### src/design/btac_cfg_pkg.sv
package btac_cfg_pkg;

  // every pc, target and fall-through address is this wide.
  localparam int xlen = 32;

  // direct-mapped table size and its index width.
  localparam int btb_entries = 16;
  localparam int index_bits = 4; // log2 of btb_entries.

  // one entry holds the source pc (tag), the target and the fall-through pc, high to low.
  localparam int entry_bits = 3 * xlen;

  // when 0 the top level builds no cache and ties every output to zero.
  localparam bit btac_enable = 1'b1;

endpackage

### src/design/btac_types_pkg.sv
package btac_types_pkg;

  // kind of instruction reported by execute when it resolves.
  typedef enum logic [2:0] {
    op_none,
    op_branch_nt, // conditional branch, not taken.
    op_branch_t,  // conditional branch, taken.
    op_jal,
    op_jalr
  } upd_op_t;

  // whether fetch has followed a taken prediction that execute has not resolved yet.
  typedef enum logic {
    pred_idle,
    pred_pending
  } track_state_t;

endpackage

### src/design/btac.sv
`timescale 1ns/1ps

module btac (
  input  logic                          clock,
  input  logic                          reset,
  input  logic                          clear,
  input  logic [btac_cfg_pkg::xlen-1:0] get_pc,
  input  logic                          taken,
  input  logic [btac_cfg_pkg::xlen-1:0] taddr,
  input  logic [btac_cfg_pkg::xlen-1:0] tpc,
  input  btac_types_pkg::upd_op_t       upd_op,
  input  logic [btac_cfg_pkg::xlen-1:0] upd_pc,
  input  logic [btac_cfg_pkg::xlen-1:0] upd_addr,
  input  logic [btac_cfg_pkg::xlen-1:0] upd_npc,
  output logic                          pred_branch,
  output logic [btac_cfg_pkg::xlen-1:0] pred_baddr,
  output logic [btac_cfg_pkg::xlen-1:0] pred_pc,
  output logic                          pred_miss,
  output logic [btac_cfg_pkg::xlen-1:0] pred_maddr,
  output logic [btac_cfg_pkg::xlen-1:0] pred_raddr,
  output logic                          pred_rest
);
  import btac_cfg_pkg::*;
  import btac_types_pkg::*;

  generate
    if (btac_enable) begin : gen_cache
      logic                  wen;
      logic [index_bits-1:0] waddr;
      logic [entry_bits-1:0] wdata;
      logic [index_bits-1:0] raddr;
      logic [entry_bits-1:0] rdata;

      btb_array btb_array_0 (
        .clock (clock),
        .wen   (wen),
        .waddr (waddr),
        .wdata (wdata),
        .raddr (raddr),
        .rdata (rdata)
      );

      btac_ctrl btac_ctrl_0 (
        .clock       (clock),
        .reset       (reset),
        .clear       (clear),
        .get_pc      (get_pc),
        .taken       (taken),
        .taddr       (taddr),
        .tpc         (tpc),
        .upd_op      (upd_op),
        .upd_pc      (upd_pc),
        .upd_addr    (upd_addr),
        .upd_npc     (upd_npc),
        .rdata       (rdata),
        .wen         (wen),
        .waddr       (waddr),
        .wdata       (wdata),
        .raddr       (raddr),
        .pred_branch (pred_branch),
        .pred_baddr  (pred_baddr),
        .pred_pc     (pred_pc),
        .pred_miss   (pred_miss),
        .pred_maddr  (pred_maddr),
        .pred_raddr  (pred_raddr),
        .pred_rest   (pred_rest)
      );
    end else begin : gen_tie_off
      // no cache, so fetch never gets a prediction or a redirect.
      assign pred_branch = 1'b0;
      assign pred_baddr = '0;
      assign pred_pc = '0;
      assign pred_miss = 1'b0;
      assign pred_maddr = '0;
      assign pred_raddr = '0;
      assign pred_rest = 1'b0;
    end
  endgenerate

endmodule

### src/design/btac_ctrl.sv
`timescale 1ns/1ps

module btac_ctrl (
  input  logic                                clock,
  input  logic                                reset,
  input  logic                                clear,
  input  logic [btac_cfg_pkg::xlen-1:0]       get_pc,
  input  logic                                taken,
  input  logic [btac_cfg_pkg::xlen-1:0]       taddr,
  input  logic [btac_cfg_pkg::xlen-1:0]       tpc,
  input  btac_types_pkg::upd_op_t             upd_op,
  input  logic [btac_cfg_pkg::xlen-1:0]       upd_pc,
  input  logic [btac_cfg_pkg::xlen-1:0]       upd_addr,
  input  logic [btac_cfg_pkg::xlen-1:0]       upd_npc,
  input  logic [btac_cfg_pkg::entry_bits-1:0] rdata,
  output logic                                wen,
  output logic [btac_cfg_pkg::index_bits-1:0] waddr,
  output logic [btac_cfg_pkg::entry_bits-1:0] wdata,
  output logic [btac_cfg_pkg::index_bits-1:0] raddr,
  output logic                                pred_branch,
  output logic [btac_cfg_pkg::xlen-1:0]       pred_baddr,
  output logic [btac_cfg_pkg::xlen-1:0]       pred_pc,
  output logic                                pred_miss,
  output logic [btac_cfg_pkg::xlen-1:0]       pred_maddr,
  output logic [btac_cfg_pkg::xlen-1:0]       pred_raddr,
  output logic                                pred_rest
);
  import btac_cfg_pkg::*;
  import btac_types_pkg::*;

  logic [xlen-1:0] lookup_pc;
  track_state_t    state;
  track_state_t    state_next;
  logic [xlen-1:0] taddr_q;
  logic [xlen-1:0] tpc_q;
  logic            resolved;
  logic            jumped;
  logic            pending;
  logic [xlen-1:0] taddr_eff;
  logic [xlen-1:0] tpc_eff;

  assign resolved = upd_op != op_none;
  assign jumped = upd_op inside {op_branch_t, op_jal, op_jalr};

  // a taken report in this cycle counts as pending and overrides the stored prediction.
  assign pending = (state == pred_pending) || taken;
  assign taddr_eff = taken ? taddr : taddr_q;
  assign tpc_eff = taken ? tpc : tpc_q;

  // lookup stage. The table is read with this index in the following cycle.
  always_ff @(posedge clock) begin
    if (!reset) begin
      raddr <= '0;
      lookup_pc <= '0;
    end else if (!clear) begin
      raddr <= get_pc[index_bits:1];
      lookup_pc <= get_pc;
    end
  end

  always_comb begin
    pred_branch = 1'b0;
    pred_baddr = '0;
    pred_pc = '0;
    if (!clear) begin
      pred_branch = (|rdata) && (rdata[entry_bits-1 -: xlen] == lookup_pc); // tag match.
      pred_baddr = rdata[2*xlen-1 -: xlen];
      pred_pc = rdata[xlen-1:0];
    end
  end

  // update stage. Only jumped outcomes are written, one cycle after they resolve.
  always_ff @(posedge clock) begin
    if (!reset) begin
      wen <= 1'b0;
    end else begin
      wen <= !clear && jumped;
    end
  end

  always_ff @(posedge clock) begin
    waddr <= upd_pc[index_bits:1];
    wdata <= {upd_pc, upd_addr, upd_npc};
  end

  // miss check against the prediction that fetch followed.
  always_comb begin
    pred_miss = 1'b0;
    pred_maddr = '0;
    state_next = taken ? pred_pending : state;
    if (!clear && resolved) begin
      if (!pending) begin
        if (jumped) begin
          pred_miss = 1'b1; // fetch fell through but the instruction jumped.
          pred_maddr = upd_addr;
        end
      end else begin
        state_next = pred_idle;
        if (upd_op == op_branch_nt) begin
          pred_miss = 1'b1;
          pred_maddr = tpc_eff;
        end else begin
          pred_miss = upd_addr != taddr_eff; // wrong target.
          pred_maddr = upd_addr;
        end
      end
    end
    if (clear) begin
      state_next = pred_idle;
    end
  end

  always_ff @(posedge clock) begin
    if (!reset) begin
      state <= pred_idle;
    end else begin
      state <= state_next;
    end
  end

  always_ff @(posedge clock) begin
    if (clear) begin
      taddr_q <= '0;
      tpc_q <= '0;
    end else if (taken) begin
      taddr_q <= taddr;
      tpc_q <= tpc;
    end
  end

  assign pred_raddr = clear ? '0 : upd_addr;
  assign pred_rest = !clear && (upd_op == op_jal || upd_op == op_jalr); // restart on jumps.

endmodule

### src/design/btb_array.sv
`timescale 1ns/1ps

module btb_array (
  input  logic                                clock,
  input  logic                                wen,
  input  logic [btac_cfg_pkg::index_bits-1:0] waddr,
  input  logic [btac_cfg_pkg::entry_bits-1:0] wdata,
  input  logic [btac_cfg_pkg::index_bits-1:0] raddr,
  output logic [btac_cfg_pkg::entry_bits-1:0] rdata
);
  import btac_cfg_pkg::*;

  // an all-zero entry never hits, so the table starts empty.
  logic [entry_bits-1:0] mem [btb_entries] = '{default: '0};

  assign rdata = mem[raddr]; // read is combinational on the registered index.

  always_ff @(posedge clock) begin
    if (wen) begin
      mem[waddr] <= wdata;
    end
  end

endmodule

### config.mk
export PLATFORM = sky130hd
export DESIGN_NAME = btac
export DESIGN_NICKNAME = d
export VERILOG_FILES = /design/src/design/btac_cfg_pkg.sv /design/src/design/btac_types_pkg.sv /design/src/design/btac.sv /design/src/design/btac_ctrl.sv /design/src/design/btb_array.sv
export SDC_FILE = /design/constraint.sdc
export NUM_CORES = 1
export LEC_CHECK = 0
export ABC_AREA = 1
export BUFFER_PORTS_ARGS = -buffer_cell sky130_fd_sc_hd__buf_2
export CAP_MARGIN = 20
export CORE_ASPECT_RATIO = 0.6
export CORE_MARGIN = 1
export CORE_UTILIZATION = 45
export DETAILED_ROUTE_END_ITERATION = 10
export PLACE_DENSITY_LB_ADDON = 0.2
export SKIP_CTS_REPAIR_TIMING = 1
export SLEW_MARGIN = 20
export SYNTH_ARGS = -nofsm -noshare
export SYNTH_HDL_FRONTEND = slang
export SYNTH_SLANG_ARGS = --single-unit
### constraint.sdc
create_clock -name clock -period 7.1 [get_ports clock]
set_input_delay 1.42 -clock clock [delete_from_list [all_inputs] [get_ports clock]]
set_output_delay 1.42 -clock clock [all_outputs]
set_load 0.005 [all_outputs]
==> results.sh <==
export IMPL_drt_iter0_drc=5301
export IMPL_core_rowCount=111
export IMPL_synth_area_um2=70000
export IMPL_min_from="gen_cache.btac_ctrl_0.lookup_pc[11]"
export IMPL_gp_congestion=0.815
export IMPL_finalHoldViolCount=0
export IMPL_pre_cts_slack_ps=1500
export IMPL_crit_slowest_cell="inv_8"
export IMPL_synth_seq_cells=1734
export IMPL_r2r_end="gen_cache.btb_array_0.mem[8][71]"
export IMPL_firstDrtPassIters=6
export IMPL_endpoint_kind="output port"
export IMPL_reg2reg_from="gen_cache.btac_ctrl_0.wdata[68]"
export IMPL_synth_seq_area_share=0.716
export IMPL_path_cells="inv_8 > buf_12 > nand2_1 > nand3_1 > nand3_1 > nand3_1 > nand2_1 > nor2_1 > nand2_1 > nor2_1 > nand2_1 > nor2_1 > nand2_1 > nor2_1 > nor2_1 > buf_2"
export IMPL_clock_latency_ps=780
export IMPL_yosysTopAreaCell="edfxtp_1"
export IMPL_cp_start_kind="flop"
export IMPL_vdd_drop_max_v=0.000263
export IMPL_worstHoldEndpoint="gen_cache.btac_ctrl_0.lookup_pc[11]"
export IMPL_rsz0062_at_grt="false"
export IMPL_layout_commonest_cell="edfxtp_1"
export IMPL_portBuffers=329
export IMPL_synth_distinct_cells=33
export IMPL_path_buf_inv=3
export IMPL_die_y_um=307
export IMPL_antenna_found_initial=8
export IMPL_vias_per_cell=5.37
export IMPL_path_class="reg -> out"
export IMPL_grt_pass1_vias=43133
export IMPL_min_period_ps=6380
export IMPL_cpPeakStageDelay_ps=660
export IMPL_maxSlewHeadroom=0.184
export IMPL_postSynthCellCount=6256
export IMPL_wl_um=199000
export IMPL_yosys_area_top_type_share=0.659
export IMPL_final_cell_mix="edfxtp_1 (1536), nand2_1 (1357), nor2_1 (957)"
export IMPL_dp_hpwl_um=102000
export IMPL_die_area_um2=157000
export IMPL_via_count=46382
export IMPL_cp_top_family="simple AND/OR/NAND/NOR gates"
export IMPL_setup_viol=0
export IMPL_cts_tree="done"
export IMPL_area_delta_synth_final_pct=12.1
export IMPL_grt_overflow=0
export IMPL_status="finished clean"
export IMPL_fin_skew_ps=24.6
export IMPL_root_buffer="clkbuf_16"
export IMPL_finalNonFillerCells=8631
export IMPL_syn_avg_cell_area_um2=11.2
export IMPL_ys_top_cells_by_area="edfxtp_1 (66%), nand2_1 (7.3%), dfxtp_1 (5.7%), nor2_1 (5.2%), nand3_1 (4.7%)"
export IMPL_clkTransAtPathRegs_ps=60
export IMPL_power_density_nw_per_um2=274
export IMPL_htree_num_levels=4
export IMPL_drive_gt1_frac=0.102
export IMPL_fmax_mhz=157
export IMPL_cp_arrival_ps=4960
export IMPL_initial_core_util=0.456
export IMPL_design_core_area_um2=153000
export IMPL_clock_sinks=1734
export IMPL_globalRouteTotalUtil=0.251
export IMPL_fp_dieW_um=511
export IMPL_worstRegToRegCells=4
export IMPL_r2r_slack_ps=3680
export IMPL_layout_nets=6662
export IMPL_clockBufferDepth=3
export IMPL_worst_pin_slew_ps=1220
export IMPL_io_pins=330
export IMPL_yosys_warnings=0
export IMPL_grt_pass1_wl_um=292000
export IMPL_timing_final_crit_share=0.899
export IMPL_place_inst=8337
export IMPL_wl_per_cell_um=23.1
export IMPL_cts_buffers_inserted=158
export IMPL_power_leakage_nw=29.8
export IMPL_hold_path_cell_count=2
export IMPL_drc=0
export IMPL_worstPathMaxFanout=142
export IMPL_fin_setup_tns_ps=0
export IMPL_final_setup_worst_slack_ps=720
export IMPL_hold_class="reg -> reg"
export IMPL_drv_slew=0
export IMPL_fill_cells=13449
export IMPL_syn_num_nets=6455
export IMPL_grt_max_degree=204
export IMPL_drv_cap=0
export IMPL_postRouteAntennaNets=0
export IMPL_cp_required_ps=5680
how the worst max path moves through the flow:
stage	endpoint	slack, ps	depth (start not counted)
5_1_grt	pred_branch	460	16
3_5_place_dp	pred_branch	1500	16
2_1_floorplan	gen_cache.btb_array_0.mem[12][0]	1780	2
4_1_cts	pred_branch	660	16
3_3_place_gp	pred_branch	1520	16
6_report	pred_branch	720	16
metal layers:
metal  part of all wire  GRT usage
met5            0.00014          0
met1               0.45      0.374
met2               0.45      0.385
met3              0.074     0.0385
met4              0.019     0.0620
power breakdown:
part	switching [mW]	internal, mW
logic	1.13	0.487
clock network	3.77	4.70
registers	0.168	11.2
total	5.07	16.4
synthesized netlist by cell type (all sizes together):
cell type and number:
o21a 4, mux2i 58, buf 218, nand3b 9
clkbuf 144, a22o 1, or2 1, o22ai 36
nor4 3, nor3 4, o2111ai 1, o2bb2ai 1
xnor2 2, nand2 1357, nand4 2, inv 422
nor2 973, clkinv 2, edfxtp 1536, a211oi 1
nand3 663, a21oi 67, a31oi 2, dfxtp 198
o21ai 411, o211ai 122, xor2 18
final cells by class:
type	count	area, um^2	area share
Antenna cell	4	10.0	0.000128
Clock buffer	215	4390	0.0560
Tap cell	2034	2540	0.0324
Timing Repair Buffer	409	2480	0.0317
Sequential cell	1734	50100	0.639
Clock inverter	75	638	0.00813
Inverter	424	1620	0.0206
Multi-Input combinational cell	3736	16700	0.213
cells by family (layout without fill, tap and decap cells):
kind of cell | count (synthesis) | after routing | synth area share
flops | 1734 | 1734 | 0.716
buf+inv | 786 | 1123 | 0.0476
other cells | 0 | 4 | 0
mux | 58 | 58 | 0.00830
xor+xnor | 20 | 20 | 0.00250
compound gates | 646 | 646 | 0.0516
simple gates | 3012 | 3012 | 0.174
flip-flops by register name, indices dropped and copies added, names as in the netlist, named ones only:
signal and cells:
gen_cache.btb_array_0.mem 1536, gen_cache.btac_ctrl_0.wdata 93, gen_cache.btac_ctrl_0.lookup_pc 32, gen_cache.btac_ctrl_0.taddr_q 32
gen_cache.btac_ctrl_0.tpc_q 32, gen_cache.btac_ctrl_0.waddr 3, gen_cache.btac_ctrl_0.state 1, gen_cache.btac_ctrl_0.wen 1
worst min-delay path, stage by stage (launching register included):
cell and delay [ps]:
dfxtp_1 310, inv_1 60, a21oi_1 60
through the flow:
step	total power, mW	instance area (um^2)	hold slack (ps)	util
after global placement	13.2	73400	462	0.478
after floorplan	12.6	70000	448	-
after CTS	21.6	78500	471	0.511
after global routing	22.2	78500	494	0.511
after detailed placement	13.2	73400	461	0.478
final	21.5	78500	473	0.511
Power figures use the tool's default switching activity.
